==> config.mk <==
export PLATFORM = sky130hd
export DESIGN_NAME = conv_window
export DESIGN_NICKNAME = d
export VERILOG_FILES = /design/src/rtl/conv_data_pkg.sv /design/src/rtl/conv_window.sv
export VERILOG_INCLUDE_DIRS = /design/src /design/src/include
export SDC_FILE = /design/constraint.sdc
export NUM_CORES = 2
export LEC_CHECK = 0
export BUFFER_PORTS_ARGS = -buffer_cell sky130_fd_sc_hd__buf_2
export CAP_MARGIN = 20
export CELL_PAD_IN_SITES_DETAIL_PLACEMENT = 0
export CELL_PAD_IN_SITES_GLOBAL_PLACEMENT = 2
export CORE_ASPECT_RATIO = 0.9
export CORE_MARGIN = 2
export CORE_UTILIZATION = 40
export CTS_CLUSTER_SIZE = 14
export DETAILED_ROUTE_END_ITERATION = 6
export PLACE_DENSITY = 0.68
export SYNTH_ARGS = -nofsm -noshare
export SYNTH_HDL_FRONTEND = slang
export SYNTH_SLANG_ARGS = --single-unit
==> constraint.sdc <==
create_clock -name clock -period 7.2 [get_ports clock]
set_clock_uncertainty 0.05 [all_clocks]
set_input_delay 0.72 -clock clock [delete_from_list [all_inputs] [get_ports clock]]
set_output_delay 0.72 -clock clock [all_outputs]
set_load 0.01 [all_outputs]
==> src/include/conv_consts.svh <==
`ifndef CONV_CONSTS_SVH
`define CONV_CONSTS_SVH

// kernel geometry
`define CONV_K          3
`define CONV_TAPS       9

// image limits
`define CONV_MAX_XRES   64      // line buffer depth
`define CONV_RES_W      7       // xres / yres register width

// datapath
`define CONV_SAMPLE_W   16
`define CONV_ACC_W      32      // products and sums

// master port
`define CONV_ADDR_W     32
`define CONV_BE_W       2       // bytes per sample

// register slave port
`define CONV_CSR_AW     4
`define CONV_CSR_DW     32

`endif

==> src/rtl/conv_data_pkg.sv <==
`default_nettype none

`include "conv_consts.svh"

package conv_data_pkg;

    typedef logic signed [`CONV_SAMPLE_W-1:0] sample_t;
    typedef logic signed [`CONV_ACC_W-1:0]    acc_t;
    typedef logic signed [`CONV_ACC_W-1:0]    prod_t;

    // tap 0 is top-left, row-major
    typedef struct packed {
        sample_t [`CONV_TAPS-1:0] tap;
    } window_t;

    typedef struct packed {
        logic [`CONV_ADDR_W-1:0]   address;
        logic [`CONV_SAMPLE_W-1:0] writedata;
        logic                      read;
        logic                      write;
    } mem_req_t;

endpackage

`default_nettype wire

==> src/rtl/conv_window.sv <==
`default_nettype none

`include "conv_consts.svh"

module conv_window (
    input  wire                         clock,
    input  wire                         clock_sreset,
    input  wire                         pixel_push,
    input  wire conv_data_pkg::sample_t pixel,
    input  wire [`CONV_RES_W:0]         line_width,
    input  wire                         start,
    output logic                        window_valid,
    output conv_data_pkg::window_t      window
);
    import conv_data_pkg::*;

    localparam int COL_W = $clog2(`CONV_MAX_XRES);

    sample_t              line_top [`CONV_MAX_XRES];  // two rows up
    sample_t              line_mid [`CONV_MAX_XRES];  // one row up
    sample_t              top_px;
    sample_t              mid_px;
    logic [`CONV_RES_W:0] col;
    logic [`CONV_RES_W:0] row;

    assign top_px = line_top[col[COL_W-1:0]];
    assign mid_px = line_mid[col[COL_W-1:0]];

    //////////////////////////////
    // line buffers and shift window
    always_ff @(posedge clock) begin
        if (pixel_push) begin
            line_top[col[COL_W-1:0]] <= mid_px;
            line_mid[col[COL_W-1:0]] <= pixel;
            for (int r = 0; r < `CONV_K; r++) begin
                for (int c = 0; c < `CONV_K - 1; c++) begin
                    window.tap[r*`CONV_K+c] <= window.tap[r*`CONV_K+c+1];
                end
            end
            window.tap[`CONV_K-1]   <= top_px;     // new right column
            window.tap[2*`CONV_K-1] <= mid_px;
            window.tap[3*`CONV_K-1] <= pixel;
        end
    end

    //////////////////////////////
    // position in the padded image
    always_ff @(posedge clock) begin
        if (clock_sreset) begin
            col <= '0;
            row <= '0;
            window_valid <= 1'b0;
        end else begin
            window_valid <= pixel_push && row >= 2 && col >= 2;
            if (start) begin
                col <= '0;
                row <= '0;
            end else if (pixel_push) begin
                if (col == line_width - 1'b1) begin
                    col <= '0;
                    row <= row + 1'b1;
                end else begin
                    col <= col + 1'b1;
                end
            end
        end
    end

    a_line_fits: assert property (@(posedge clock) disable iff (clock_sreset)
        pixel_push |-> line_width <= `CONV_MAX_XRES);

endmodule

`default_nettype wire
==> results.tsv <==
stage	metric	value	unit
run_status	outcome	finished, final reports clean	
power_and_ir_drop	switching_power	5.59	mW
drt	route.top_layer_used	met5	
sta	hold-worst-slack	0.151	ns
placement	port_buffers	172	
power_and_ir_drop	finalPower	26.7	mW
power_and_ir_drop	internal_power	21.1	mW
clock_network	clockRootBuffer	sky130_fd_sc_hd__clkbuf_16	
synth	synth_edf_count	2192	
die	num_io_pins	173	
drt	ant_nets	0	
synth	synth_flop_cell	sky130_fd_sc_hd__edfxtp_1	
synth	post_synth_fa_ha_maj_area_fraction	0.0746	%
drt	detailroute.via_count	43100	
drt	route.layer.met1.wl	107000	um
placement	routability_cong	0.841	
synth	synth_top_area_share	78.5	%
placement	detailed_place_hpwl	139000	um
sta	final.min_clock_period	4.69	ns
sta	worst_pin_slew	1.18	ns
drt	drc_errors	0	
finish	layout_common_cells	2,192 x sky130_fd_sc_hd__edfxtp_1, 387 x sky130_fd_sc_hd__mux4_2, 232 x sky130_fd_sc_hd__clkbuf_16	
global_routing	grt_max_degree	118	
synth	synth-simple-area-share	1.97	%
drt	initialDrtViolationCount	5919	
worst_setup_path	critical_path.top_delay_family	multiplexers	
finish	area_growth	15.2	%
finish	drive_gt1_share	27.6	%
die	die_area	213000	um^2
sta	final-hold-violation-count	0	
placement	place_worst_setup_slack	2.48	ns
clock_network	cts-hold-fix-buffers	0	
sta	fmaxAchievable	213	MHz
clock_network	cts_buffer_depth	3	
worst_setup_path	slowest_delay	1.00	ns
synth	synth_top_family_by_area	multiplexers	
die	die-width	487	um
synth	synth_sequential_area_ratio	79.0	%
power_and_ir_drop	power.share.switching	20.9	%
global_routing	sum_of_overflow_across_all_layers_after_global_routing	0	
sta	report.final.slew_viol_count	0	
sta	timing.final.crit_share	65.1	%
sta	final_critical_path_setup_slack	2.51	ns
sta	setup_repair_after_global_routing_missed_its_margin	no	
drt	wire_per_inst	33.5	um
worst_setup_path	critical_path.n_buffers_inverters	2	
finish	num-fill-cells	17300	
drt	drtPass1Iterations	5	
sta	tns	0	ns
synth	synth-xor-area-share	0.136	%
clock_network	cts_tree	yes	
synth	yosys-mux-area-fraction	13.4	%
worst_setup_path	setup.worst_path.start_class	register	
clock_network	clkSlewWorstSetupHoldPaths	0.06	ns
clock_network	cts_sinks	2215	
die	core.rowCount	159	
power_and_ir_drop	share_seq_of_total_power	53.8	%
synth	synthesis.instances	3934	
clock_network	cts.htree.levels	4	
sta	setup-violations-final	0	
worst_setup_path	cp_max_fo	65	
clock_network	clk_latency	0.88	ns
finish	layout.cells.most_common	sky130_fd_sc_hd__edfxtp_1	
finish	finish.net_count	4317	
power_and_ir_drop	combinationalPowerShare	3.4	%
drt	postRouteWirelength	242000	um
power_and_ir_drop	ir_drop	0.270	mV
worst_setup_path	cp.required	7.64	ns
global_routing	grt_first_pass_wirelength	337000	um
clock_network	post_cts.repair.setup_buffers	0	
finish	design_area	96600	um^2
synth	netlist.top_cell.by_area	sky130_fd_sc_hd__edfxtp_1	
synth	synth.area.top_cells	sky130_fd_sc_hd__edfxtp_1 78%, sky130_fd_sc_hd__mux4_2 10%, sky130_fd_sc_hd__mux2i_1 1.8%, sky130_fd_sc_hd__mux2_2 1.1%, sky130_fd_sc_hd__a221oi_1 0.89%	
clock_network	numCtsBuffers	227	
clock_network	post_cts_resized	0	
worst_setup_path	cp_cell_sequence	buf_4 -> mux4_2 -> mux4_2 -> nor2b_1 -> a211oi_1 -> a31oi_4 -> buf_4	
worst_setup_path	crit_slowest_cell	sky130_fd_sc_hd__a211oi_1	
drt	detail_route.vias_per_cell	5.97	
global_routing	antenna_found_initial	8	
run	max_cap_viol_count	0	
die	floorplan.core_area	208000	um^2
worst_setup_path	worst-setup-path-type	register to register	
drt	wl_met2	109000	um
worst_setup_path	critical_path.endpoint_type	register	
power_and_ir_drop	clock_power_share	42.8	%
sta	maxSlewHeadroom	21.2	%
power_and_ir_drop	cellPowerDensity	277	nW/um^2
synth	synth.avg_cell_area	21.3	um^2
finish	post-route-util	46.3	%
placement	postPlaceCellArea	89400	um^2
synth	post_synth_instance_area	83900	um^2
die	die_h	438	um
synth	postSynthRegisterBits	2215	
worst_setup_path	critical_path_arrival	5.13	ns
finish	finalNonFillerCells	7212	
synth	synth-warning-count	0	
placement	placed_cells_incl_taps	6788	
power_and_ir_drop	lkg_pwr	29.7	nW
global_routing	gr-usage-all-layers	22.4	%
synth	syn-num-nets	3967	
synth	synth_compound_area_share	4.17	%
global_routing	first_global_vias	41400	
synth	synth_async_sr_flop_share	0	%
min_path	worstHoldPathType	primary input to register	
synth	yosys.cell_types.count	66	
drt	detailroute.wirelength.met3	21800	um
die	initial_utilization	40.2	%
## path summary, 6_finish.rpt
| check | startpoint | end | slack (ns) | depth (start not counted) |
|---|---|---|---|---|
| worst max-delay path | register | line_top[7][12]$_DFFE_PP_ | 2.51 | 7 |
| worst min register to register | window[137]$_DFFE_PP_ | window[121]$_DFFE_PP_ | 0.38 | 0 |
| worst max register to register | register | line_top[7][12]$_DFFE_PP_ | 2.51 | 7 |
| worst min-delay path | start | row[7]$_SDFFE_PP0P_ | 0.15 | 3 |
## layout make-up
| class | instances | area, um^2 | area share (%) |
|---|---|---|---|
| Sequential cell | 2215 | 66300 | 68.6 |
| Clock inverter | 120 | 1110 | 1.15 |
| Clock buffer | 298 | 6070 | 6.29 |
| Antenna cell | 2 | 5.00 | 0.00518 |
| Tap cell | 2737 | 3420 | 3.54 |
| Inverter | 8 | 31.3 | 0.0324 |
| Multi-Input combinational cell | 1484 | 17200 | 17.8 |
| Timing Repair Buffer | 348 | 2420 | 2.50 |
## synth_stat cells, types with 7 or more instances
cell type                      n
sky130_fd_sc_hd__o21ai_1       7
sky130_fd_sc_hd__nand2b_1     13
sky130_fd_sc_hd__nor2_1      139
sky130_fd_sc_hd__or3_1         8
sky130_fd_sc_hd__mux2_2       83
sky130_fd_sc_hd__xor2_1        9
sky130_fd_sc_hd__o22ai_1      64
sky130_fd_sc_hd__buf_1        26
sky130_fd_sc_hd__buf_2        83
sky130_fd_sc_hd__o221ai_1     27
sky130_fd_sc_hd__o2bb2ai_1     7
sky130_fd_sc_hd__mux4_2      387
sky130_fd_sc_hd__a221o_1      17
sky130_fd_sc_hd__edfxtp_1   2192
sky130_fd_sc_hd__o21ai_0      68
sky130_fd_sc_hd__or4_1         9
sky130_fd_sc_hd__a222oi_1      9
sky130_fd_sc_hd__clkbuf_1    104
sky130_fd_sc_hd__mux2i_1     155
sky130_fd_sc_hd__a31oi_1      16
sky130_fd_sc_hd__nand4_1       9
sky130_fd_sc_hd__a21oi_1      58
sky130_fd_sc_hd__nor3_1       10
sky130_fd_sc_hd__buf_4         9
sky130_fd_sc_hd__nand2_1      90
sky130_fd_sc_hd__dfxtp_1      23
sky130_fd_sc_hd__nand3_1      16
sky130_fd_sc_hd__a211oi_1     22
sky130_fd_sc_hd__a22oi_1      56
sky130_fd_sc_hd__a22o_1       10
sky130_fd_sc_hd__a211o_1       8
sky130_fd_sc_hd__nor2b_1      29
sky130_fd_sc_hd__a221oi_1     85
## power groups by stage
stage                     registers (mW)  logic, mW  clock network, mW
after floorplan                     14.7      0.381                  0
after global placement              14.6      0.900                  0
after detailed placement            14.6      0.910                  0
after CTS                           14.4      0.911               11.6
after global routing                14.4      0.965               12.1
final                               14.4      0.912               11.4
## layer usage
metal | up-vias | global-route usage, %
li1 | 17300 | -
met1 | 23400 | 34.1
met2 | 2081 | 33.5
met3 | 284 | 4.74
met4 | 2 | 4.53
met5 | - | 0
## worst reg2reg max path: stages, from the launching register on
cell,delay [ns]
sky130_fd_sc_hd__dfxtp_4,0.85
sky130_fd_sc_hd__buf_4,0.63
sky130_fd_sc_hd__mux4_2,0.62
sky130_fd_sc_hd__mux4_2,0.47
sky130_fd_sc_hd__nor2b_1,0.20
sky130_fd_sc_hd__a211oi_1,1.00
sky130_fd_sc_hd__a31oi_4,0.01
sky130_fd_sc_hd__buf_4,0.38
## logic make-up (layout without fill, tap and decap cells)
family                     Yosys count  count (layout)
xor gates and xnor gates            13              13
DFF                               2215            2215
AOI/OAI and AO/OA                  487             487
adders and majority gates            5               5
muxes                              625             625
and+or+nand+nor                    354             354
other                                0               2
buffers and inverters              235             774
## flip-flops by register name, summed over array words and instances, names as in the netlist, named ones only
signal        flops
col               8
window          144
row               8
line_top       1024
line_mid       1024
window_valid      1
(Power assumes the default switching activity.)
