### src/include/conv_consts.svh
`ifndef CONV_CONSTS_SVH
`define CONV_CONSTS_SVH

// kernel geometry
`define CONV_K          3
`define CONV_TAPS       9

// image limits
`define CONV_MAX_XRES   64      // line buffer depth
`define CONV_RES_W      7       // xres / yres register width

// datapath
`define CONV_SAMPLE_W   16
`define CONV_ACC_W      32      // products and sums

// master port
`define CONV_ADDR_W     32
`define CONV_BE_W       2       // bytes per sample

// register slave port
`define CONV_CSR_AW     4
`define CONV_CSR_DW     32

`endif

### src/rtl/conv_ctrl_pkg.sv
`default_nettype none

`include "conv_consts.svh"

package conv_ctrl_pkg;

    typedef enum logic [`CONV_CSR_AW-1:0] {
        REG_CTRL   = 4'd0,      // bit 0 go, bit 1 busy
        REG_KERNEL = 4'd2,
        REG_SOURCE = 4'd3,
        REG_DEST   = 4'd4,
        REG_XRES   = 4'd5,
        REG_YRES   = 4'd6,
        REG_PAD    = 4'd8
    } csr_addr_e;

    typedef enum logic [2:0] {
        ST_IDLE,
        ST_KERNEL,
        ST_FEED,                // pixel or pad into the window
        ST_WAIT_WIN,
        ST_WAIT_MAC,
        ST_READ_DST,
        ST_WRITE_DST
    } seq_state_e;

    typedef struct packed {
        logic [`CONV_ADDR_W-1:0] kernel_ptr;
        logic [`CONV_ADDR_W-1:0] src_ptr;
        logic [`CONV_ADDR_W-1:0] dst_ptr;
        logic [`CONV_RES_W-1:0]  xres;      // without padding
        logic [`CONV_RES_W-1:0]  yres;
        logic                    pad;
    } conv_cfg_t;

endpackage

`default_nettype wire

### src/rtl/conv_data_pkg.sv
`default_nettype none

`include "conv_consts.svh"

package conv_data_pkg;

    typedef logic signed [`CONV_SAMPLE_W-1:0] sample_t;
    typedef logic signed [`CONV_ACC_W-1:0]    acc_t;
    typedef logic signed [`CONV_ACC_W-1:0]    prod_t;

    // tap 0 is top-left, row-major
    typedef struct packed {
        sample_t [`CONV_TAPS-1:0] tap;
    } window_t;

    typedef struct packed {
        logic [`CONV_ADDR_W-1:0]   address;
        logic [`CONV_SAMPLE_W-1:0] writedata;
        logic                      read;
        logic                      write;
    } mem_req_t;

endpackage

`default_nettype wire

### src/rtl/conv_sequencer.sv
`default_nettype none

`include "conv_consts.svh"

module conv_sequencer (
    input  wire                          clock,
    input  wire                          clock_sreset,
    input  wire conv_ctrl_pkg::conv_cfg_t cfg,
    input  wire                          go,
    output logic                         busy,
    output conv_data_pkg::mem_req_t      mem_req,
    input  wire [`CONV_SAMPLE_W-1:0]     m_readdata,
    input  wire                          m_waitrequest,
    output logic                         kernel_load,
    output conv_data_pkg::sample_t       kernel_sample,
    output logic                         pixel_push,
    output conv_data_pkg::sample_t       pixel,
    output logic [`CONV_RES_W:0]         line_width,
    output logic                         start,
    input  wire                          window_valid,
    input  wire                          sum_valid,
    input  wire conv_data_pkg::acc_t     sum
);
    import conv_ctrl_pkg::*;
    import conv_data_pkg::*;

    localparam int PW = `CONV_RES_W + 1;

    seq_state_e              state;
    logic [PW-1:0]           pad_w;         // padded image size
    logic [PW-1:0]           pad_h;
    logic [PW-1:0]           fx;            // feed position
    logic [PW-1:0]           fy;
    logic [3:0]              tap_cnt;
    logic [`CONV_ADDR_W-1:0] src_addr;
    logic [`CONV_ADDR_W-1:0] dst_addr;
    logic                    is_pad;
    logic                    accepted;
    logic                    last_win;
    acc_t                    sum_q;

    assign pad_w = PW'(cfg.xres) + PW'({cfg.pad, 1'b0});
    assign pad_h = PW'(cfg.yres) + PW'({cfg.pad, 1'b0});
    assign line_width = pad_w;
    assign is_pad = cfg.pad && (fx == 0 || fx == pad_w - 1'b1 ||
                                fy == 0 || fy == pad_h - 1'b1);
    assign accepted = (mem_req.read || mem_req.write) && !m_waitrequest;

    assign busy = go || state != ST_IDLE;
    assign start = go && state == ST_IDLE;
    assign kernel_load = state == ST_KERNEL && accepted;
    assign kernel_sample = sample_t'(m_readdata);
    assign pixel_push = state == ST_FEED && (is_pad || accepted);
    assign pixel = is_pad ? '0 : sample_t'(m_readdata);     // pad pushed as zero

    //////////////////////////////
    always_ff @(posedge clock) begin
        if (clock_sreset) begin
            state <= ST_IDLE;
            mem_req.read <= 1'b0;
            mem_req.write <= 1'b0;
            tap_cnt <= '0;
            fx <= '0;
            fy <= '0;
            last_win <= 1'b0;
        end else begin
            case (state)
                ST_IDLE: begin
                    if (go) begin
                        mem_req.address <= cfg.kernel_ptr;
                        mem_req.read <= 1'b1;
                        tap_cnt <= '0;
                        fx <= '0;
                        fy <= '0;
                        src_addr <= cfg.src_ptr;
                        dst_addr <= cfg.dst_ptr;
                        state <= ST_KERNEL;
                    end
                end
                ST_KERNEL: begin
                    if (accepted) begin
                        mem_req.address <= mem_req.address + `CONV_BE_W;
                        tap_cnt <= tap_cnt + 1'b1;
                        if (tap_cnt == `CONV_TAPS - 1) begin
                            mem_req.read <= 1'b0;
                            state <= ST_FEED;
                        end
                    end
                end
                ST_FEED: begin
                    if (pixel_push) begin
                        mem_req.read <= 1'b0;
                        if (!is_pad) begin
                            src_addr <= src_addr + `CONV_BE_W;
                        end
                        last_win <= fx == pad_w - 1'b1 && fy == pad_h - 1'b1;
                        if (fx == pad_w - 1'b1) begin
                            fx <= '0;
                            fy <= fy + 1'b1;
                        end else begin
                            fx <= fx + 1'b1;
                        end
                        if (fx >= 2 && fy >= 2) begin      // this push completes a window
                            state <= ST_WAIT_WIN;
                        end
                    end else if (!mem_req.read) begin
                        mem_req.address <= src_addr;
                        mem_req.read <= 1'b1;
                    end
                end
                ST_WAIT_WIN: begin
                    if (window_valid) begin
                        state <= ST_WAIT_MAC;
                    end
                end
                ST_WAIT_MAC: begin
                    if (sum_valid) begin
                        sum_q <= sum;
                        mem_req.address <= dst_addr;
                        mem_req.read <= 1'b1;
                        state <= ST_READ_DST;
                    end
                end
                ST_READ_DST: begin
                    if (accepted) begin
                        mem_req.read <= 1'b0;
                        mem_req.write <= 1'b1;
                        mem_req.writedata <= m_readdata + sum_q[`CONV_SAMPLE_W-1:0];  // wraps
                        state <= ST_WRITE_DST;
                    end
                end
                ST_WRITE_DST: begin
                    if (accepted) begin
                        mem_req.write <= 1'b0;
                        dst_addr <= dst_addr + `CONV_BE_W;
                        state <= last_win ? ST_IDLE : ST_FEED;
                    end
                end
                default: state <= ST_IDLE;
            endcase
        end
    end

    //////////////////////////////
    a_one_request: assert property (@(posedge clock) disable iff (clock_sreset)
        !(mem_req.read && mem_req.write));

    a_hold_request: assert property (@(posedge clock) disable iff (clock_sreset)
        (mem_req.read || mem_req.write) && m_waitrequest |=> $stable(mem_req));

endmodule

`default_nettype wire

### config.mk
export PLATFORM = sky130hd
export DESIGN_NAME = conv_sequencer
export DESIGN_NICKNAME = d
export VERILOG_FILES = /design/src/rtl/conv_ctrl_pkg.sv /design/src/rtl/conv_data_pkg.sv /design/src/rtl/conv_sequencer.sv
export VERILOG_INCLUDE_DIRS = /design/src /design/src/include
export SDC_FILE = /design/constraint.sdc
export NUM_CORES = 1
export LEC_CHECK = 0
export BUFFER_PORTS_ARGS = -buffer_cell sky130_fd_sc_hd__buf_2
export CAP_MARGIN = 10
export CORE_MARGIN = 8
export CORE_UTILIZATION = 49
export CTS_CLUSTER_SIZE = 20
export DETAILED_ROUTE_END_ITERATION = 7
export GPL_TIMING_DRIVEN = 0
export PLACE_DENSITY_LB_ADDON = 0.1
export RECOVER_POWER = 50
export SLEW_MARGIN = 20
export SYNTH_ARGS = -nofsm -noshare
export SYNTH_HDL_FRONTEND = slang
export SYNTH_SLANG_ARGS = --single-unit
### constraint.sdc
create_clock -name clock -period 9.1 [get_ports clock]
set_input_delay 0.91 -clock clock [delete_from_list [all_inputs] [get_ports clock]]
set_output_delay 0.91 -clock clock [all_outputs]
set_load 0.02 [all_outputs]
==> summary.md <==
| Metric | Value |
|---|---|
| Fraction of layout cells with a size suffix above 1 | 18.1% |
| Cells resized by post-CTS repair | 0 |
| TritonCTS clock tree | done |
| Syn Inst Count | between 1,000 and 1,500 |
| Fin area | 12,500 um^2 |
| Actual transition at the worst max-transition pin | around 1.1 ns |
| Sequential share of power | 39.3% |
| Max Cap Viol | 0 |
| Number of nets with antenna violations after detailed routing | 0 |
| Number of setup buffers added after CTS | 0 |
| Number of remaining DRC errors | 0 |
| Top_reg_cell synth | edfxtp_1 |
| Final setup violating endpoints | 0 |
| Final Total Pwr | between 2 and 3 mW |
| Die area | between 20,000 and 30,000 um^2 |
| Core region area | 21,000 um^2 |
| Critical Path Source Type | input pin |
| Clock network fraction of total power | approximately 28% |
| Endpoint class of the critical path | output pin |
| Post-Route Skew | 0.0107 ns |
| Number of cells after detailed placement | around 1,700 |
| Vias | 9,538 |
| Worst endpoint required time | about 8.2 ns |
| Library cells used by synthesis | 72 |
| Port Buffer Count | 240 |
| Nets in the synthesized netlist | 1,347 |
| Chip width | 162 um |
| Global-route wire length before repair | about 48,000 um |
| Min cycle time layout | 5.38 ns |
| Initial Utilization | 49.6% |
| Crit Path Max Fanout | 10 |
| Post-Route Hold Slack | 0.475 ns |
| CTS Buf Count | 17 |
| Row Count | 53 |
| Crit path DAT | roughly 4.5 ns |
| Detailed placer's ending HPWL | 24,600 um |
| DRT Pass-1 Iters | 7 |
| Max Freq | 186 MHz |
| Final Non-Filler Cells | roughly 1,700 |
| Clock tree root driver cell | clkbuf_16 |
| Setup repair after global routing missed its margin | no |
| Deepest clock path buffer count | 2 |
| Antenna violations before repair | 8 |
| Power Dens Cells | slightly above 200 nW/um^2 |
| Routed length per placed instance | ~18 um |
| Ys Warns | 0 |
| Run status | finished clean |
| Area grow syn2layout | 20.6% |
| Internal cell power | ~1.6 mW |
| I/O Pins | 259 |
| Number of max-slew violations in the final report | 0 |
| Worst Setup Path Type | in2out |
| Total number of nets in the final design | 1,618 |
| Die Span Y | 162 um |
| Worst-case headroom to the max-slew limit | 23.1% |
| Sw Ratio | between 30% and 40% |
| Total standard cell area after synthesis | 10,400 um^2 |
| Number of levels the H-tree was split into | 4 |
| DRC marker count from the first detailed-route iteration | 820 |
| Number of synthesized flops with an enable pin | 128 |
| Per-instance average area after synthesis | slightly above 9 um^2 |
| Average vias per placed instance | 5.60 |
| Total wire length after detailed routing | 31,000 um |
| Grt ovf | 0 |
| Fin. Hold Viols | 0 |
| Relative contribution of combinational cells to total power | 32.2% |
| Hold crit path type | reg2reg |
| Tcrit/Tclk final | 59.1% |
| Clock transition at the registers of the reported paths | 0.07 ns |
| Placed Instance Area | 12,000 um^2 |
| Leakage component of the power | 4.81 nW |
| Total negative setup slack | 0 ns |
| Pin count of the biggest net entering global routing | 32 |
| Max IR drop VDD | 0.000156 V |
| Clock Latency Late Sink | 0.43 ns |
| Sw Pwr | 0.953 mW |
| Register area share after synthesis | 42.0% |
| Share of flip-flops with an asynchronous set or reset after synthesis | 0% |
| FF+latch count, synth | 154 |
| TritonCTS sink count | 154 |
| Hold buffers post-CTS | 0 |
| Vias in the first global route | between 9,000 and 10,000 |
| Weighted congestion reported at the end of routability-driven placement | 0.906 |
| GRT Util Overall | 23.3% |
[power groups by stage]
stage / Clock (mW) / Sequential (mW) / Combinational [mW]
final: 0.738 / 1.02 / 0.834
after global routing: 0.775 / 1.03 / 0.921
after CTS: 0.745 / 1.01 / 0.840
after detailed placement: 0 / 1.03 / 0.834
after global placement: 0 / 1.04 / 0.806
after floorplan: 0 / 1.06 / 0.509
[metal layers]
metal	vias up	GRT usage [%]	routed length [um]
met3	60	6.73	2870
met2	377	36.3	13900
met1	4436	30.6	13500
met4	12	7.49	695
li1	4653	-	-
met5	-	0	70
[worst paths after layout]
| path | from | endpoint | slack, ns | depth (start not counted) |
|---|---|---|---|---|
| min reg2reg | last_win | last_win | 0.48 | 2 |
| max | cfg[0] | pixel[9] | 3.72 | 16 |
| min | last_win | last_win | 0.48 | 2 |
| max reg2reg | fy[7] | mem_req[34] | 4.99 | 13 |
[cell families (layout without fill, tap and decap cells)]
group	count (synthesis)	count (layout)	synth area share, %
compound gates	282	282	15.9
xor+xnor	130	130	11.4
fa+ha+maj	38	38	4.72
buf+inv	108	391	4.80
flops	154	154	42.0
mux	12	12	1.18
other cells	0	1	0
simple gates	420	420	20.0
[through the flow]
stage | setup slack (ns) | util [%]
4_1_cts | 3.67 | 60.3
3_3_place_gp | -2.52 | 57.0
6_report | 3.72 | 59.8
2_1_floorplan | 0.401 | -
5_1_grt | 3.35 | 59.8
3_5_place_dp | 3.26 | 57.5
[synth_stat cells, types with 19 or more instances]
library cell	count	area, um^2
a21oi_1	109	546
a221oi_1	25	219
and2_1	22	138
and3_1	25	156
buf_4	19	143
clkbuf_1	41	154
dfxtp_1	26	521
edfxtp_1	128	3840
ha_1	36	450
inv_1	42	158
nand2_1	134	503
nand3_1	51	255
nor2_1	86	323
o21ai_0	93	465
xnor2_1	64	561
xor2_1	62	543
[critical path, stage by stage]
cell and delay, ns:
buf_2 0.18, inv_1 0.12, ha_1 0.29, inv_1 0.03
ha_1 0.19, fa_1 0.42, xnor3_1 0.29, nand4_1 0.12
a211o_1 0.32, nor4_4 0.23, a21oi_1 0.18, o21ai_2 0.14
nand2_1 0.32, clkbuf_1 0.32, and2_1 0.24, buf_2 0.16
[cell usage in the layout (no fill, tap or decap), types with 5 or more instances in the layout]
master	instances
ha_1	36
and3_1	25
inv_1	42
and2_1	20
nand4_1	18
buf_2	173
nor2b_1	8
edfxtp_1	128
nor3_1	16
xor2_1	62
mux2i_1	10
or2_2	8
a21oi_1	109
nand3_1	51
or3_1	11
xnor2_1	64
nand2_1	134
nor2_1	86
nand2b_1	5
clkinv_4	5
buf_4	23
clkbuf_1	117
o21ai_0	93
clkbuf_16	17
o22ai_1	8
or4_1	8
dfxtp_1	26
a221oi_1	25
[registers in the layout, summed over array words and instances (netlist names)]
name      cells
src_addr     32
tap_cnt       4
sum_q        16
mem_req      50
fx            8
fy            8
dst_addr     32
last_win      1
state         3
[layout make-up]
cell class | count | area (um^2)
Multi-Input combinational cell | 882 | 5540
Antenna cell | 1 | 2.50
Timing Repair Buffer | 252 | 1180
Tap cell | 275 | 344
Clock buffer | 18 | 429
Sequential cell | 154 | 4360
Buffer | 66 | 342
Fill cell | 1915 | 8420
Clock inverter | 13 | 173
Inverter | 42 | 158
No activity file was read; power rests on OpenSTA's default activity.
