`config.mk`:
```
export PLATFORM = sky130hd
export DESIGN_NAME = conv_csr
export DESIGN_NICKNAME = d
export VERILOG_FILES = /design/src/rtl/conv_ctrl_pkg.sv /design/src/rtl/conv_csr.sv
export VERILOG_INCLUDE_DIRS = /design/src /design/src/include
export SDC_FILE = /design/constraint.sdc
export NUM_CORES = 1
export LEC_CHECK = 0
export ABC_CLOCK_PERIOD_IN_PS = 3400
export BUFFER_PORTS_ARGS = -buffer_cell sky130_fd_sc_hd__buf_2
export CAP_MARGIN = 20
export CORE_MARGIN = 3
export CORE_UTILIZATION = 45
export DETAILED_ROUTE_END_ITERATION = 16
export GPL_TIMING_DRIVEN = 0
export PLACE_DENSITY = 0.73
export SETUP_SLACK_MARGIN = 0.15
export SYNTH_ARGS = -nofsm -noshare
export SYNTH_HDL_FRONTEND = slang
export SYNTH_SLANG_ARGS = --single-unit
```
`constraint.sdc`:
```
create_clock -name clock -period 3.4 [get_ports clock]
set_clock_uncertainty 0.05 [all_clocks]
set_input_delay 0.34 -clock clock [delete_from_list [all_inputs] [get_ports clock]]
set_output_delay 0.34 -clock clock [all_outputs]
set_load 0.05 [all_outputs]
```
`src/include/conv_consts.svh`:
```
`ifndef CONV_CONSTS_SVH
`define CONV_CONSTS_SVH

// kernel geometry
`define CONV_K          3
`define CONV_TAPS       9

// image limits
`define CONV_MAX_XRES   64      // line buffer depth
`define CONV_RES_W      7       // xres / yres register width

// datapath
`define CONV_SAMPLE_W   16
`define CONV_ACC_W      32      // products and sums

// master port
`define CONV_ADDR_W     32
`define CONV_BE_W       2       // bytes per sample

// register slave port
`define CONV_CSR_AW     4
`define CONV_CSR_DW     32

`endif

```
`src/rtl/conv_ctrl_pkg.sv`:
```
`default_nettype none

`include "conv_consts.svh"

package conv_ctrl_pkg;

    typedef enum logic [`CONV_CSR_AW-1:0] {
        REG_CTRL   = 4'd0,      // bit 0 go, bit 1 busy
        REG_KERNEL = 4'd2,
        REG_SOURCE = 4'd3,
        REG_DEST   = 4'd4,
        REG_XRES   = 4'd5,
        REG_YRES   = 4'd6,
        REG_PAD    = 4'd8
    } csr_addr_e;

    typedef enum logic [2:0] {
        ST_IDLE,
        ST_KERNEL,
        ST_FEED,                // pixel or pad into the window
        ST_WAIT_WIN,
        ST_WAIT_MAC,
        ST_READ_DST,
        ST_WRITE_DST
    } seq_state_e;

    typedef struct packed {
        logic [`CONV_ADDR_W-1:0] kernel_ptr;
        logic [`CONV_ADDR_W-1:0] src_ptr;
        logic [`CONV_ADDR_W-1:0] dst_ptr;
        logic [`CONV_RES_W-1:0]  xres;      // without padding
        logic [`CONV_RES_W-1:0]  yres;
        logic                    pad;
    } conv_cfg_t;

endpackage

`default_nettype wire

```
`src/rtl/conv_csr.sv`:
```
`default_nettype none

`include "conv_consts.svh"

module conv_csr (
    input  wire                          clock,
    input  wire                          clock_sreset,
    input  wire [`CONV_CSR_AW-1:0]       s_address,
    input  wire [`CONV_CSR_DW-1:0]       s_writedata,
    input  wire                          s_read,
    input  wire                          s_write,
    output logic [`CONV_CSR_DW-1:0]      s_readdata,
    output logic                         s_waitrequest,
    input  wire                          busy,
    output conv_ctrl_pkg::conv_cfg_t     cfg,
    output logic                         go
);
    import conv_ctrl_pkg::*;

    csr_addr_e addr;
    logic      read_latency;    // second cycle of a read

    assign addr = csr_addr_e'(s_address);
    assign s_waitrequest = s_read & ~read_latency;

    //////////////////////////////
    always_ff @(posedge clock) begin
        if (clock_sreset) begin
            read_latency <= 1'b0;
            go <= 1'b0;
            cfg <= '0;
        end else begin
            read_latency <= s_read & ~read_latency;
            go <= s_write && addr == REG_CTRL && s_writedata[0] && !busy;
            if (s_write) begin
                case (addr)
                    REG_KERNEL: cfg.kernel_ptr <= s_writedata;
                    REG_SOURCE: cfg.src_ptr <= s_writedata;
                    REG_DEST:   cfg.dst_ptr <= s_writedata;
                    REG_XRES:   cfg.xres <= s_writedata[`CONV_RES_W-1:0];
                    REG_YRES:   cfg.yres <= s_writedata[`CONV_RES_W-1:0];
                    REG_PAD:    cfg.pad <= s_writedata[0];
                    default: ;
                endcase
            end
        end
    end

    // captured in the first read cycle, held while waitrequest drops
    always_ff @(posedge clock) begin
        case (addr)
            REG_CTRL:   s_readdata <= `CONV_CSR_DW'({busy, 1'b0});
            REG_KERNEL: s_readdata <= cfg.kernel_ptr;
            REG_SOURCE: s_readdata <= cfg.src_ptr;
            REG_DEST:   s_readdata <= cfg.dst_ptr;
            REG_XRES:   s_readdata <= `CONV_CSR_DW'(cfg.xres);
            REG_YRES:   s_readdata <= `CONV_CSR_DW'(cfg.yres);
            REG_PAD:    s_readdata <= `CONV_CSR_DW'(cfg.pad);
            default:    s_readdata <= '0;
        endcase
    end

    //////////////////////////////
    // an accepted go starts a run, so a second go cannot follow it
    a_go_starts_run: assert property (@(posedge clock) disable iff (clock_sreset)
        go |=> busy && !go);

endmodule

`default_nettype wire

```
==> impl_metrics.yaml, run 1 <==
die:
  initial_utilization: 0.466
  die_y_um: 115
  die_area_mm2: 0.0133
  die_w_um: 115
  io_pins: 186
  core_area_mm2: 0.0115
  rows: 39
logic_synthesis:
  synth_cell_type_count: 31
  syn_nets: 669
  synth_edf_count: 0
  synth_ff_type: "dfxtp_1"
  yosysTopAreaCellShare: 0.541
  ys_warn_count: 0
  ys_seq_area_frac: 0.541
  yosysTopAreaCell: "dfxtp_1"
  syn_inst: 628
  netlist_area_mm2: 0.00537
  synthArstFlopShare: 0
  synth-seq-cells: 145
  synth.avg_cell_area_um2: 8.55
  synth_area_leaders: "dfxtp_1 54%, nand2_1 14%, a21oi_1 9.2%"
worst_setup_path:
  end_kind: "register"
  cp.arrival_ns: 1.98
  start_kind: "primary input"
  crit_fanout: 10
  reg2reg_slack_ns: 2.21
  required_ns: 3.72
  crit_type: "in2reg"
cells_and_area:
  diodes: 0
  finalNonFillerCells: 986
  final_cell_mix: "204 x buf_2, 203 x nand2_1, 145 x dfxtp_1, 99 x a21oi_1, 26 x a222oi_1"
  nets: 871
  final_common_cell: "buf_2"
  final_core_util: 0.615
  final_area_mm2: 0.00708
  drive_above_1_share: 0.300
  fill_cells: 1015
  area_growth_pct: 31.9
status:
  status: "finished clean"
sta:
  finalHoldViolations: 0
  final-setup-viol-count: 0
  final_max_slew_viol_count: 0
  worst_slack_ns: 1.73
  worstMarginPinSlew_ns: 0.830
  rsz0062_at_grt: "no"
  worst_hold_slack_ns: 0.125
  post-route-period-util: 0.490
  tns_ns: 0
  fin_crit_ns: 1.67
  slew_headroom: 0.444
  clock.fmax_mhz: 600
power:
  ir_drop_uv: 283
  seq_power_share: 0.441
  powerDensity_mw_per_mm2: 556
  pwr-share-clk: 0.493
  finalPower_mw: 3.94
  pwr-share-comb: 0.067
  p_switching_uw: 923
  switching_share: 0.234
  intPower_mw: 3.02
  cellLeakagePower_nw: 3.24
worst_hold_path:
  hp-class: "in2reg"
flow_run:
  maxCapViolCount: 0
cts:
  clk_pin_slew_ns: 0.06
  post_cts_resize_count: 0
  clkSinkCount: 145
  cts_tree: "yes"
  cts_buffers: 17
  cts_root_buf: "clkbuf_16"
  hold_buffers: 0
  htree_levels: 4
  cts.path.max_buffers: 2
  insertion_delay_ns: 0.43
  postCtsSetupRepairBufs: 0
grt:
  grt_antenna_before_repair: 0
  grt_start_max_net_pins: 17
  grt_pass1_vias: 5134
  grt_pass1_wl_um: 26300
  grtUsageTotal: 0.261
  grt-ovfl-total: 0
route:
  routedWlPerCell_um: 17.8
  drtIter0Drc: 662
  routed_wl_um: 17600
  antenna_left: 0
  viasPerCell: 5.47
  drc: 0
  vias: 5397
  drtPass1Iterations: 8
placed_design:
  dpl-instance-area_mm2: 0.00646
  dp_hpwl_um: 12200
  numPortBuffers: 183
  dp_cells: 954
  pre_cts_slack_ns: 1.34
  routabilityCongestion: 0.844
## worst max-delay path, stage by stage
cell and delay [ns]:
buf_2 0.14, buf_2 0.19, nor3_2 0.71, buf_2 0.41
a222oi_1 0.11, inv_1 0.08
## logic make-up after synthesis
logic type / count (synthesis) / share of synthesized area
flip-flops: 145 / 0.541
AO/OA/AOI/OAI: 151 / 0.175
AND/OR/NAND/NOR: 246 / 0.189
multiplexers: 13 / 0.0266
buffers and inverters: 73 / 0.0678
## synth_stat cells (5+ instances only)
| master | count |
|---|---|
| nor2b_1 | 6 |
| buf_4 | 5 |
| nor2_1 | 16 |
| dfxtp_1 | 145 |
| inv_1 | 25 |
| o21ai_0 | 6 |
| buf_2 | 21 |
| a22oi_1 | 5 |
| a222oi_1 | 26 |
| a21oi_1 | 99 |
| clkbuf_1 | 15 |
| buf_6 | 6 |
| a221oi_1 | 5 |
| nand2_1 | 203 |
| mux2i_1 | 12 |
## final timing paths
kind / start / end / cells after the start
setup reg to reg: cfg[15] / s_readdata[0] / 3
hold reg to reg: cfg[24] / cfg[24] / 2
setup / recovery: s_address[1] / s_readdata[28] / 6
hold / removal: s_writedata[14] / cfg[29] / 3
## power groups by stage
stage / clock network [mW] / logic, mW / registers, mW
2_1_floorplan: 0 / 0.0922 / 1.84
3_3_place_gp: 0 / 0.257 / 1.77
3_5_place_dp: 0 / 0.260 / 1.77
4_1_cts: 1.96 / 0.262 / 1.73
5_1_grt: 2.02 / 0.279 / 1.74
6_report: 1.94 / 0.263 / 1.74
## layout make-up
cell class | instances | area, um^2 | share of cell area
Tap cell | 143 | 179 | 0.0253
Multi-Input combinational cell | 410 | 2100 | 0.297
Clock buffer | 23 | 488 | 0.0689
Buffer | 48 | 270 | 0.0382
Sequential cell | 145 | 2900 | 0.410
Clock inverter | 9 | 129 | 0.0182
Inverter | 25 | 93.8 | 0.0133
Timing Repair Buffer | 183 | 916 | 0.129
## flip-flops by register name, indices dropped and copies added, names as in the netlist
name          flops
cfg             111
s_readdata       32
go                1
read_latency      1
## layer usage
layer  part of all wire  GRT usage  up-vias
met2               0.48      0.417      274
li1                   -          -     2521
met5                  0          0        -
met4              0.019      0.111        0
met1               0.41      0.321     2575
met3              0.096     0.0884       27
Note: power is estimated with default switching activity, not from simulation.
==> run 2, diff against run 1 <==
--- a/config.mk
+++ b/config.mk
@@ -6,14 +6,14 @@
 export SDC_FILE = /design/constraint.sdc
 export NUM_CORES = 1
 export LEC_CHECK = 0
-export ABC_CLOCK_PERIOD_IN_PS = 3400
+export ABC_CLOCK_PERIOD_IN_PS = 1350
 export BUFFER_PORTS_ARGS = -buffer_cell sky130_fd_sc_hd__buf_2
 export CAP_MARGIN = 20
 export CORE_MARGIN = 3
 export CORE_UTILIZATION = 45
 export DETAILED_ROUTE_END_ITERATION = 16
 export GPL_TIMING_DRIVEN = 0
-export PLACE_DENSITY = 0.73
+export PLACE_DENSITY = 0.76
 export SETUP_SLACK_MARGIN = 0.15
 export SYNTH_ARGS = -nofsm -noshare
 export SYNTH_HDL_FRONTEND = slang
==> constraint.sdc (replaced) <==
create_clock -name clock -period 1.35 [get_ports clock]
set_clock_uncertainty 0.05 [all_clocks]
set_input_delay 0.135 -clock clock [delete_from_list [all_inputs] [get_ports clock]]
set_output_delay 0.135 -clock clock [all_outputs]
set_load 0.05 [all_outputs]
==> run 2 against run 1 <==
Net effect:
- setup slack lost 1.6 ns
- design area is 17% higher
- critical path type is now reg2out
- highest routed layer unchanged
- combinational power grew to 3.2 times the previous value
- clock-buffer cell count did not move
- sequential share of layout area shrank 5.5 points
- power grew to 2.6 times the previous value
- die area is the same
- first-iteration DRC count shrank 11%
==> impl_metrics.yaml, run 2 (synthesis gave the netlist of run 1 again) <==
worst_setup_path:
  required_ns: 1.16
  cp.arrival_ns: 1.02
  crit_type: "reg2out"
  crit_slowest_cell: "dfxtp_1"
  cp_num_buf_inv: 1
  crit_family: "flip-flops"
  end_kind: "output pin"
  start_kind: "register"
  crit_chain: "buf_6"
  crit_fanout: 3
  slowest_delay_ns: 0.40
power:
  ir_drop_uv: 868
  seq_power_share: 0.435
  cellLeakagePower_nw: 3.56
  finalPower_mw: 10.1
  pwr-share-clk: 0.481
  powerDensity_mw_per_mm2: 1220
  p_switching_mw: 2.32
  intPower_mw: 7.74
  switching_share: 0.231
  pwr-share-comb: 0.083
cells_and_area:
  fill_cells: 836
  seq_area_mm2: 0.00294
  drive_above_1_share: 0.351
  nets: 916
  final_area_mm2: 0.00828
  reg_top3: "cfg (111), s_readdata (32)"
  area_growth_pct: 54.3
  largest_reg_flops: 111
  final_cell_mix: "203 x nand2_1, 113 x dfxtp_1, 98 x a21oi_1, 90 x buf_6, 68 x buf_2"
  final_common_cell: "nand2_1"
  multi_input_area_mm2: 0.00216
  diodes: 0
  largest_register: "cfg"
grt:
  grt_start_max_net_pins: 17
  grt_pass1_wl_um: 27300
  grt_pass1_vias: 5246
  grt-ovfl-total: 0
  grt_antenna_before_repair: 0
  grtUsageTotal: 0.266
placed_design:
  routabilityCongestion: 0.826
  dpl-instance-area_mm2: 0.00653
  pre_cts_slack_ns: -0.494
  dp_hpwl_um: 11800
  numPortBuffers: 183
cts:
  cts_root_buf: "clkbuf_16"
  cts_buffers: 17
  clkSinkCount: 145
  cts_tree: "yes"
  cts.path.max_buffers: 2
  htree_levels: 4
  insertion_delay_ns: 0.41
  clk_pin_slew_ns: 0.06
status:
  status: "finished clean"
route:
  drc: 0
  drtIter0Drc: 590
  drtPass1Iterations: 7
  routed_wl_um: 18700
  vias: 5662
  viasPerCell: 5.49
  antenna_left: 0
  routedWlPerCell_um: 18.2
die:
  die_w_um: 115
  io_pins: 186
  initial_utilization: 0.466
  die_y_um: 115
  core_area_mm2: 0.0115
  rows: 39
  die_area_mm2: 0.0133
sta:
  fin_crit_ns: 1.20
  worstMarginPinSlew_ns: 0.714
  clock.fmax_mhz: 833
  finalHoldViolations: 0
  rsz0062_at_grt: "yes"
  worst_slack_ns: 0.149
  worst_hold_slack_ns: 0.0627
  post-route-period-util: 0.890
  slew_headroom: 0.524
  final_max_slew_viol_count: 0
  final-setup-viol-count: 0
worst_hold_path:
  hp-class: "in2reg"
flow_run:
  maxCapViolCount: 0
run 2: cell types whose count changed in the layout (fill, tap and decap cells not counted), sizes merged:
cell	change
buf	-3
dlygate4sd3	+33
clkbuf	+15
run 2: worst paths after layout:
path	slack, ns	cells past startpoint	to	from
worst max-delay path	0.15	1	cfg[65]	cfg[65]
worst min-delay path	0.06	4	cfg[0]	s_write
worst max register to register	0.20	3	s_readdata[1]	cfg[80]
worst min register to register	0.42	2	cfg[109]	cfg[109]
run 2: repair_timing:
action,4_1_cts,5_1_grt
resized for setup,149,108
setup buffers,1,10
endpoints found under the setup margin,173,183
hold endpoints to repair,109,0
cloned,0,1
pin swaps,2,4
hold buffers,33,0
run 2: layout make-up:
cell class / instances / area share
clock buffer: 23 / 0.0589
tap: 143 / 0.0216
multi-input combinational: 410 / 0.261
buffer: 48 / 0.0429
sequential: 145 / 0.356
timing repair buffer: 228 / 0.233
inverter: 25 / 0.0113
clock inverter: 9 / 0.0156
run 2: metrics by stage:
step | cells | setup TNS, ns | util
finish | 1031 | 0 | 0.719
global placement | 954 | -35.27 | 0.567
floorplan | 628 | 0 | -
CTS | 1020 | 0 | 0.685
global route | 1031 | 0 | 0.719
detailed placement | 954 | -38.31 | 0.567
run 2: per-layer routing:
metal / GRT usage / routed length [um]
met3: 0.0732 / 1740
met1: 0.322 / 7190
met4: 0.0931 / 399
met5: 0 / 0
met2: 0.455 / 9410
run 2: power by group through the flow:
stage	clock [mW]	combinational, mW	sequential (mW)
2_1_floorplan	0	0.245	4.63
3_3_place_gp	0	0.663	4.46
3_5_place_dp	0	0.666	4.46
4_1_cts	4.88	0.785	4.37
5_1_grt	5.04	0.887	4.38
6_report	4.84	0.840	4.38
